$ cat src/lcd_text_pkg.sv
/*
 * Types and constants shared by the LCD text-screen controller.
 * Glyph codes index a font ROM that starts at ASCII space (32).
 * Only printable 7-bit ASCII maps to a valid glyph.
 */
package lcd_text_pkg;

    // ------------------------------
    // types
    // ------------------------------
    typedef logic [6:0] glyph_t;     // font ROM index, ascii - 32
    typedef logic [8:0] coord_t;     // pixel coordinate on the panel
    typedef logic [7:0] cell_idx_t;  // position in the cell list

    // ------------------------------
    // geometry and codes
    // ------------------------------
    // 8x16 font cell
    localparam int GLYPH_W = 8;
    localparam int GLYPH_H = 16;

    localparam int ASCII_OFFSET = 32;  // font ROM starts at space
    localparam int ASCII_ZERO   = 48;

    localparam int LAYOUT_LEN      = 35;  // cells 0..34
    localparam int START_DELAY_DEF = 3;   // cycles from init_done to strobe

    // ------------------------------
    // helpers
    // ------------------------------
    // ascii code to font index
    function automatic glyph_t ascii_to_glyph(input logic [7:0] ascii);
        return glyph_t'(ascii - 8'(ASCII_OFFSET));
    endfunction

    // decimal digit 0..9 to font index
    function automatic glyph_t digit_glyph(input logic [3:0] digit);
        return ascii_to_glyph(8'(ASCII_ZERO) + {4'd0, digit});
    endfunction

endpackage

$ cat src/digit_pair_encoder.sv
/*
 * Two-digit value to tens and ones glyph codes, fixed 3-cycle latency.
 * BINARY_INPUT = 0 takes packed BCD, 1 takes binary 0..99.
 * Binary values above 99 give meaningless tens glyphs.
 */
module digit_pair_encoder #(
    parameter bit BINARY_INPUT = 1'b0
) (
    input  logic                 sys_clk,
    input  logic                 sys_rst_n,
    input  logic [7:0]           value,
    output lcd_text_pkg::glyph_t tens_glyph,
    output lcd_text_pkg::glyph_t ones_glyph
);

    import lcd_text_pkg::*;

    localparam glyph_t ZERO_GLYPH = glyph_t'(ASCII_ZERO - ASCII_OFFSET);

    logic [7:0] value_q;
    logic [3:0] tens_d;
    logic [3:0] ones_d;
    logic [3:0] tens_q;
    logic [3:0] ones_q;

    // stage 1, capture
    always_ff @(posedge sys_clk or negedge sys_rst_n) begin
        if (!sys_rst_n) begin
            value_q <= '0;
        end else begin
            value_q <= value;
        end
    end

    // digit split
    if (BINARY_INPUT) begin : g_binary
        logic [7:0] quot;
        logic [7:0] rem;
        assign quot   = value_q / 8'd10;
        assign rem    = value_q % 8'd10;
        assign tens_d = quot[3:0];  // fits for 0..99
        assign ones_d = rem[3:0];
    end else begin : g_bcd
        assign tens_d = value_q[7:4];
        assign ones_d = value_q[3:0];
    end

    // stage 2, decimal digits
    always_ff @(posedge sys_clk or negedge sys_rst_n) begin
        if (!sys_rst_n) begin
            tens_q <= 4'd0;
            ones_q <= 4'd0;
        end else begin
            tens_q <= tens_d;
            ones_q <= ones_d;
        end
    end

    // stage 3, glyph codes
    always_ff @(posedge sys_clk or negedge sys_rst_n) begin
        if (!sys_rst_n) begin
            tens_glyph <= ZERO_GLYPH;
            ones_glyph <= ZERO_GLYPH;
        end else begin
            tens_glyph <= digit_glyph(tens_q);
            ones_glyph <= digit_glyph(ones_q);
        end
    end

endmodule

$ cat src/lcd_start_pulse.sv
/*
 * Single start strobe per rise of init_done.
 * START_DELAY must be 1 or more.
 * init_done has to go low before another strobe can fire.
 */
module lcd_start_pulse #(
    parameter int START_DELAY = lcd_text_pkg::START_DELAY_DEF
) (
    input  logic sys_clk,
    input  logic sys_rst_n,
    input  logic init_done,
    output logic char_start
);

    localparam int               CNT_W    = $clog2(START_DELAY + 1);
    localparam logic [CNT_W-1:0] CNT_MAX  = CNT_W'(START_DELAY);
    localparam logic [CNT_W-1:0] CNT_FIRE = CNT_W'(START_DELAY - 1);

    logic [CNT_W-1:0] delay_cnt;

    // delay counter, sticks at START_DELAY until init_done drops
    always_ff @(posedge sys_clk or negedge sys_rst_n) begin
        if (!sys_rst_n) begin
            delay_cnt <= '0;
        end else if (!init_done) begin
            delay_cnt <= '0;  // re-arm while panel not ready
        end else if (delay_cnt != CNT_MAX) begin
            delay_cnt <= delay_cnt + 1'b1;
        end
    end

    // strobe on the edge where the counter reaches its limit
    always_ff @(posedge sys_clk or negedge sys_rst_n) begin
        if (!sys_rst_n) begin
            char_start <= 1'b0;
        end else begin
            char_start <= init_done && (delay_cnt == CNT_FIRE);
        end
    end

endmodule

$ cat src/lcd_text_ctrl.sv
/*
 * Text-screen controller for the status LCD.
 * hour, minute and second are BCD; temperature and humidity are binary 0..99.
 * Field inputs need 3 cycles to reach the layout after a change.
 */
module lcd_text_ctrl #(
    parameter int START_DELAY = lcd_text_pkg::START_DELAY_DEF
) (
    input  logic                 sys_clk,
    input  logic                 sys_rst_n,
    input  logic                 init_done,
    input  logic                 char_done,
    input  logic [7:0]           hour,
    input  logic [7:0]           minute,
    input  logic [7:0]           second,
    input  logic [7:0]           temperature,
    input  logic [7:0]           humidity,
    output logic                 char_start,
    output lcd_text_pkg::glyph_t glyph,
    output lcd_text_pkg::coord_t start_x,
    output lcd_text_pkg::coord_t start_y
);

    import lcd_text_pkg::*;

    glyph_t hour_tens;
    glyph_t hour_ones;
    glyph_t minute_tens;
    glyph_t minute_ones;
    glyph_t second_tens;
    glyph_t second_ones;
    glyph_t temp_tens;
    glyph_t temp_ones;
    glyph_t humi_tens;
    glyph_t humi_ones;

    // ------------------------------
    // start strobe
    // ------------------------------
    lcd_start_pulse #(
        .START_DELAY (START_DELAY)
    ) lcd_start_pulse_inst (
        .sys_clk    (sys_clk),
        .sys_rst_n  (sys_rst_n),
        .init_done  (init_done),
        .char_start (char_start)
    );

    // ------------------------------
    // digit encoders
    // ------------------------------
    // clock fields, BCD
    digit_pair_encoder #(.BINARY_INPUT(1'b0)) hour_enc_inst (
        .sys_clk    (sys_clk),
        .sys_rst_n  (sys_rst_n),
        .value      (hour),
        .tens_glyph (hour_tens),
        .ones_glyph (hour_ones)
    );

    digit_pair_encoder #(.BINARY_INPUT(1'b0)) minute_enc_inst (
        .sys_clk    (sys_clk),
        .sys_rst_n  (sys_rst_n),
        .value      (minute),
        .tens_glyph (minute_tens),
        .ones_glyph (minute_ones)
    );

    digit_pair_encoder #(.BINARY_INPUT(1'b0)) second_enc_inst (
        .sys_clk    (sys_clk),
        .sys_rst_n  (sys_rst_n),
        .value      (second),
        .tens_glyph (second_tens),
        .ones_glyph (second_ones)
    );

    // sensor fields, binary
    digit_pair_encoder #(.BINARY_INPUT(1'b1)) temp_enc_inst (
        .sys_clk    (sys_clk),
        .sys_rst_n  (sys_rst_n),
        .value      (temperature),
        .tens_glyph (temp_tens),
        .ones_glyph (temp_ones)
    );

    digit_pair_encoder #(.BINARY_INPUT(1'b1)) humi_enc_inst (
        .sys_clk    (sys_clk),
        .sys_rst_n  (sys_rst_n),
        .value      (humidity),
        .tens_glyph (humi_tens),
        .ones_glyph (humi_ones)
    );

    // ------------------------------
    // layout
    // ------------------------------
    screen_layout screen_layout_inst (
        .sys_clk     (sys_clk),
        .sys_rst_n   (sys_rst_n),
        .init_done   (init_done),
        .char_done   (char_done),
        .hour_tens   (hour_tens),
        .hour_ones   (hour_ones),
        .minute_tens (minute_tens),
        .minute_ones (minute_ones),
        .second_tens (second_tens),
        .second_ones (second_ones),
        .temp_tens   (temp_tens),
        .temp_ones   (temp_ones),
        .humi_tens   (humi_tens),
        .humi_ones   (humi_ones),
        .glyph       (glyph),
        .start_x     (start_x),
        .start_y     (start_y)
    );

endmodule

$ cat src/screen_layout.sv
/*
 * Walks the fixed 35-cell screen, one cell per char_done.
 * Live digits are taken as they stand when their cell is registered.
 * Indices past the layout give glyph 0 at the origin; the index wraps at 256.
 */
module screen_layout (
    input  logic                 sys_clk,
    input  logic                 sys_rst_n,
    input  logic                 init_done,
    input  logic                 char_done,
    input  lcd_text_pkg::glyph_t hour_tens,
    input  lcd_text_pkg::glyph_t hour_ones,
    input  lcd_text_pkg::glyph_t minute_tens,
    input  lcd_text_pkg::glyph_t minute_ones,
    input  lcd_text_pkg::glyph_t second_tens,
    input  lcd_text_pkg::glyph_t second_ones,
    input  lcd_text_pkg::glyph_t temp_tens,
    input  lcd_text_pkg::glyph_t temp_ones,
    input  lcd_text_pkg::glyph_t humi_tens,
    input  lcd_text_pkg::glyph_t humi_ones,
    output lcd_text_pkg::glyph_t glyph,
    output lcd_text_pkg::coord_t start_x,
    output lcd_text_pkg::coord_t start_y
);

    import lcd_text_pkg::*;

    cell_idx_t  cell_idx;
    glyph_t     cell_glyph;
    logic [2:0] cell_row;    // text row, 0..5
    logic [3:0] cell_col;    // text column, 0..15
    coord_t     cell_x;
    coord_t     cell_y;

    // ------------------------------
    // cell index
    // ------------------------------
    always_ff @(posedge sys_clk or negedge sys_rst_n) begin
        if (!sys_rst_n) begin
            cell_idx <= '0;
        end else if (init_done && char_done) begin
            cell_idx <= cell_idx + 1'b1;  // next cell once the drawer is done
        end
    end

    // ------------------------------
    // glyph table
    // ------------------------------
    always_comb begin
        case (cell_idx) inside
            8'd0:           cell_glyph = ascii_to_glyph("x");
            8'd1:           cell_glyph = ascii_to_glyph("y");
            8'd2:           cell_glyph = ascii_to_glyph("z");
            [8'd3:8'd18]:   cell_glyph = ascii_to_glyph("-");  // full-width rule
            8'd19, 8'd28:   cell_glyph = ascii_to_glyph(" ");
            // clock line HH:MM:SS
            8'd20:          cell_glyph = hour_tens;
            8'd21:          cell_glyph = hour_ones;
            8'd22, 8'd25:   cell_glyph = ascii_to_glyph(":");
            8'd23:          cell_glyph = minute_tens;
            8'd24:          cell_glyph = minute_ones;
            8'd26:          cell_glyph = second_tens;
            8'd27:          cell_glyph = second_ones;
            // sensor line TTCHH%
            8'd29:          cell_glyph = temp_tens;
            8'd30:          cell_glyph = temp_ones;
            8'd31:          cell_glyph = ascii_to_glyph("C");  // stands in for degree sign
            8'd32:          cell_glyph = humi_tens;
            8'd33:          cell_glyph = humi_ones;
            8'd34:          cell_glyph = ascii_to_glyph("%");
            default:        cell_glyph = '0;
        endcase
    end

    // ------------------------------
    // row and column table
    // ------------------------------
    always_comb begin
        case (cell_idx) inside
            [8'd0:8'd2]: begin
                cell_row = 3'd0;
                cell_col = 4'(cell_idx + 8'd7);  // header centred, cols 7..9
            end
            [8'd3:8'd18]: begin
                cell_row = 3'd1;
                cell_col = 4'(cell_idx - 8'd3);
            end
            8'd19: begin
                cell_row = 3'd2;
                cell_col = 4'd4;
            end
            [8'd20:8'd27]: begin
                cell_row = 3'd3;
                cell_col = 4'(cell_idx - 8'd16);  // cols 4..11
            end
            8'd28: begin
                cell_row = 3'd4;
                cell_col = 4'd4;
            end
            [8'd29:8'd34]: begin
                cell_row = 3'd5;
                cell_col = 4'(cell_idx - 8'd24);  // cols 5..10
            end
            default: begin
                cell_row = 3'd0;
                cell_col = 4'd0;
            end
        endcase
    end

    // pixel position of the top-left corner
    assign cell_x = coord_t'(cell_col) * coord_t'(GLYPH_W);
    assign cell_y = coord_t'(cell_row) * coord_t'(GLYPH_H);

    // ------------------------------
    // output registers
    // ------------------------------
    always_ff @(posedge sys_clk or negedge sys_rst_n) begin
        if (!sys_rst_n) begin
            glyph   <= '0;
            start_x <= '0;
            start_y <= '0;
        end else if (!init_done) begin
            // panel not ready
            glyph   <= '0;
            start_x <= '0;
            start_y <= '0;
        end else begin
            glyph   <= cell_glyph;
            start_x <= cell_x;
            start_y <= cell_y;
        end
    end

endmodule

$ cat config.mk
export PLATFORM = sky130hd
export DESIGN_NAME = lcd_text_ctrl
export DESIGN_NICKNAME = d
export VERILOG_FILES = /design/src/lcd_text_pkg.sv /design/src/digit_pair_encoder.sv /design/src/lcd_start_pulse.sv /design/src/lcd_text_ctrl.sv /design/src/screen_layout.sv
export SDC_FILE = /design/constraint.sdc
export NUM_CORES = 1
export LEC_CHECK = 0
export BUFFER_PORTS_ARGS = -buffer_cell sky130_fd_sc_hd__buf_2
export CAP_MARGIN = 10
export CORE_UTILIZATION = 50
export DETAILED_ROUTE_END_ITERATION = 16
export PLACE_DENSITY = 0.7
export SYNTH_ARGS = -nofsm -noshare
export SYNTH_HDL_FRONTEND = slang
export SYNTH_SLANG_ARGS = --single-unit
$ cat constraint.sdc
create_clock -name sys_clk -period 4.3 [get_ports sys_clk]
set_input_delay 0.43 -clock sys_clk [delete_from_list [all_inputs] [get_ports sys_clk]]
set_output_delay 0.43 -clock sys_clk [all_outputs]
set_load 0.05 [all_outputs]
==> metrics.md <==
| Metric | Value |
|---|---|
| Status | `finished clean` |
| Largest net degree at the start of global routing | `roughly 120` |
| Post-Syn Instances | `549` |
| Cell count after placement | `between 700 and 800` |
| Overall Global Routing Usage | `between 10% and 20%` |
| Max FO, Critical Path | `24` |
| Dominant synthesized flop cell | `dfrtp_1` |
| Count leader, synth | `dfrtp_1` |
| DRT met1 WL | `~5.0 mm` |
| Cts hold-fix bufs | `0` |
| Final ANT Viol Nets | `0` |
| # Post-CTS Setup Buffers | `0` |
| DP Wirelength | `between 7 and 8 mm` |
| Distinct cells, synth | `79` |
| Detailed Route Iter0 Violations | `between 200 and 300` |
| Critical path class | `flip-flop to flip-flop` |
| Number of synthesized flops with an enable pin | `0` |
| Least-Margin Pin Slew | `between 1000 and 1500 ps` |
| Hold crit path type | `input pin to flip-flop` |
| Pins over their slew limit | `0` |
| Largest cells by area after synthesis | `dfrtp_1, a21oi_1, nor2_1` |
| Tcrit/Tclk final | `66.5%` |
| Ports | `70` |
| Largest stage delay, worst path | `770 ps` |
| Non-filler instance count after layout | `750` |
| Top layer in use | `met4` |
| Vias in the first global route | `4066` |
| Largest buffer count on any clock path | `2` |
| Max transition margin | `33.1%` |
| RSZ-0062 raised after global routing | `false` |
| CTS tree | `yes` |
| Leak | `0.00307 µW` |
| Global route total overflow | `0` |
| FFs w/ async S/R, synth | `100%` |
| Crit path capture type | `flip-flop` |
| Synth Warn # | `0` |
| Drt drc | `0` |
| Post-layout min period | `about 2900 ps` |
| CP Cell Sequence | `inv_1 > ha_1 > nor3b_1 > a211oi_1 > o32ai_2 > o22ai_1 > a21oi_2 > a311oi_1 > o32ai_2` |
| Full die area | `12800 µm²` |
| Die Width | `roughly 110 µm` |
| Worst path most repeated cell | `o32ai_2` |
| MaxCap Viol Count | `0` |
| WL met3 | `~600 µm` |
| Fmax | `approximately 350 MHz` |
| Antenna diode count | `0` |
| Floorplan core area | `approximately 12000 µm²` |
| Placer Congestion | `0.882` |
| Clock skew | `~8.4 ps` |
| Total wire length | `roughly 11 mm` |
| Largest area contributor in the netlist | `dfrtp_1` |
| Final net count | `approximately 640` |
| Initial antenna violation count | `0` |
| Initial core utilization | `between 50% and 60%` |
| Max IR drop VDD | `between 300 and 400 µV` |
| Synthesis-to-finish area growth | `12.2%` |
| Fin. Hold Viols | `0` |
| Sink Count | `145` |
| Die H | `between 100 and 150 µm` |
| Routed wire per std cell | `roughly 15 µm` |
| Clk root buf | `clkbuf_16` |
| Worst endpoint required time | `approximately 4600 ps` |
| First-pass GRT wire length | `19.3 mm` |
| # rows | `40` |
| Vias | `around 4200` |
| Reg clk slew, reported paths | `50 ps` |
| Drt first pass iters | `5` |
| Max stage delay cell, worst path | `ha_1` |
| Layout cells sized above 1 | `17.9%` |
| Maximum level of the CTS H-tree | `4` |
| Multi-input logic area | `roughly 2200 µm²` |
| Routed met2 length | `roughly 5.6 mm` |
| PwrDens | `approximately 620 nW/µm²` |
| Mean post-synth cell area | `11.3 µm²` |
| Setup crit start kind | `flip-flop` |
| Area occupied by registers | `3630 µm²` |
| Vias per std cell | `approximately 5.5` |
| Setup violations, final | `0` |
| IO buf count | `58` |
| Synth cell count leaders | `dfrtp_1, nor2_1, nand2_1, a21oi_1, o21ai_0` |
| Post-cts sizing count | `0` |
| Post-Syn Area | `between 6000 and 7000 µm²` |
| Register area share after synthesis | `~59%` |
| Worst-Skew Late Latency | `around 410 ps` |
| Top cell type's share of synthesized area | `between 50% and 60%` |
| Fillers | `about 1000` |
| TritonCTS Buffers | `17` |
| Arr. time, crit path | `between 3000 and 4000 ps` |
| Post-route setup TNS | `0 ps` |
| Final Util | `approximately 58%` |
| Seq cells post-synth | `~150` |
==> final cells by class <==
class	instances	area share (%)
clock inverter	6	1.21
tap	147	2.65
multi-input combinational	349	31.5
inverter	21	1.14
timing repair buffer	59	4.38
sequential	145	52.3
clock buffer	23	6.75
==> routing by layer <==
layer  up-vias  track usage [%]
met5         -                0
met1      2002             24.4
met2       147             31.7
met3        23             5.89
met4         0             7.89
li1       1990                -
==> state kept, by name (all words and copies together) (netlist names), 7 cells and up <==
| name | flops |
|---|---|
| hour_enc_inst.value_q | 8 |
| humi_enc_inst.value_q | 8 |
| screen_layout_inst.glyph | 7 |
| temp_enc_inst.value_q | 8 |
| minute_enc_inst.value_q | 8 |
| second_enc_inst.value_q | 8 |
| screen_layout_inst.cell_idx | 8 |
==> worst paths after layout <==
check | cells after the start | slack [ps] | from | end
worst max-delay path | 9 | 1440 | screen_layout_inst.cell_idx[1] | screen_layout_inst.glyph[2]
max in group asynchronous | 2 | 3240 | sys_rst_n | minute_enc_inst.value_q[5]
min in group asynchronous | 1 | 160 | sys_rst_n | screen_layout_inst.start_y[5]
worst min register to register | 0 | 340 | second_enc_inst.value_q[6] | second_enc_inst.tens_q[2]
worst min-delay path | 1 | 120 | humidity[1] | humi_enc_inst.value_q[1]
worst max register to register | 9 | 1440 | screen_layout_inst.cell_idx[1] | screen_layout_inst.glyph[2]
==> logic make-up after synthesis <==
kind of cell,Yosys count,share of synthesized area (%)
AO/OA/AOI/OAI,135,14.8
XOR/XNOR,19,2.69
adder cells (fa/ha/maj),9,1.74
buffers and inverters,65,6.54
flip-flops,145,58.7
multiplexers,5,0.830
other,1,0.0607
AND/OR/NAND/NOR,170,14.6
==> worst max-delay path, delay by kind of cell (launching register included) <==
kind            cells  cell delay [ps]
flops               1              500
simple gates        1              140
buf+inv             1              250
fa+ha+maj           1              770
compound gates      6             1060
==> power by group <==
| part | internal, µW | switching, µW |
|---|---|---|
| Sequential | 1520 | 154 |
| Combinational | 425 | 828 |
| Clock | 872 | 500 |
==> stage by stage <==
stage	area (µm²)	setup slack, ps	total power [µW]	hold WS [ps]
2_1_floorplan	6220	1930	2720	134
3_5_place_dp	6380	1530	2930	335
4_1_cts	6930	1450	4320	103
6_report	6930	1440	4300	122
5_1_grt	6930	1250	4540	102
3_3_place_gp	6380	1600	2920	333
==> cell usage in the layout, fill, tap and decap left out, drive strengths merged, types with 3 or more instances in the layout <==
master,count
a211oi,11
xnor2,14
a31oi,13
mux2i,4
nand4bb,3
a21oi,38
or3,3
and3,4
o22ai,8
inv,20
o32ai,4
buf,59
o211ai,3
clkinv,5
nor2,42
dfrtp,145
nand2,40
clkbuf,23
a22oi,4
nor2b,8
nand3b,4
o31ai,4
xor2,5
o21ai,23
conb,11
a221oi,3
ha,7
nor3,14
nand3,11
nor4,4
or3b,3
nand2b,12
and2,7
nor3b,3
Note: power is estimated with default switching activity, not from simulation.
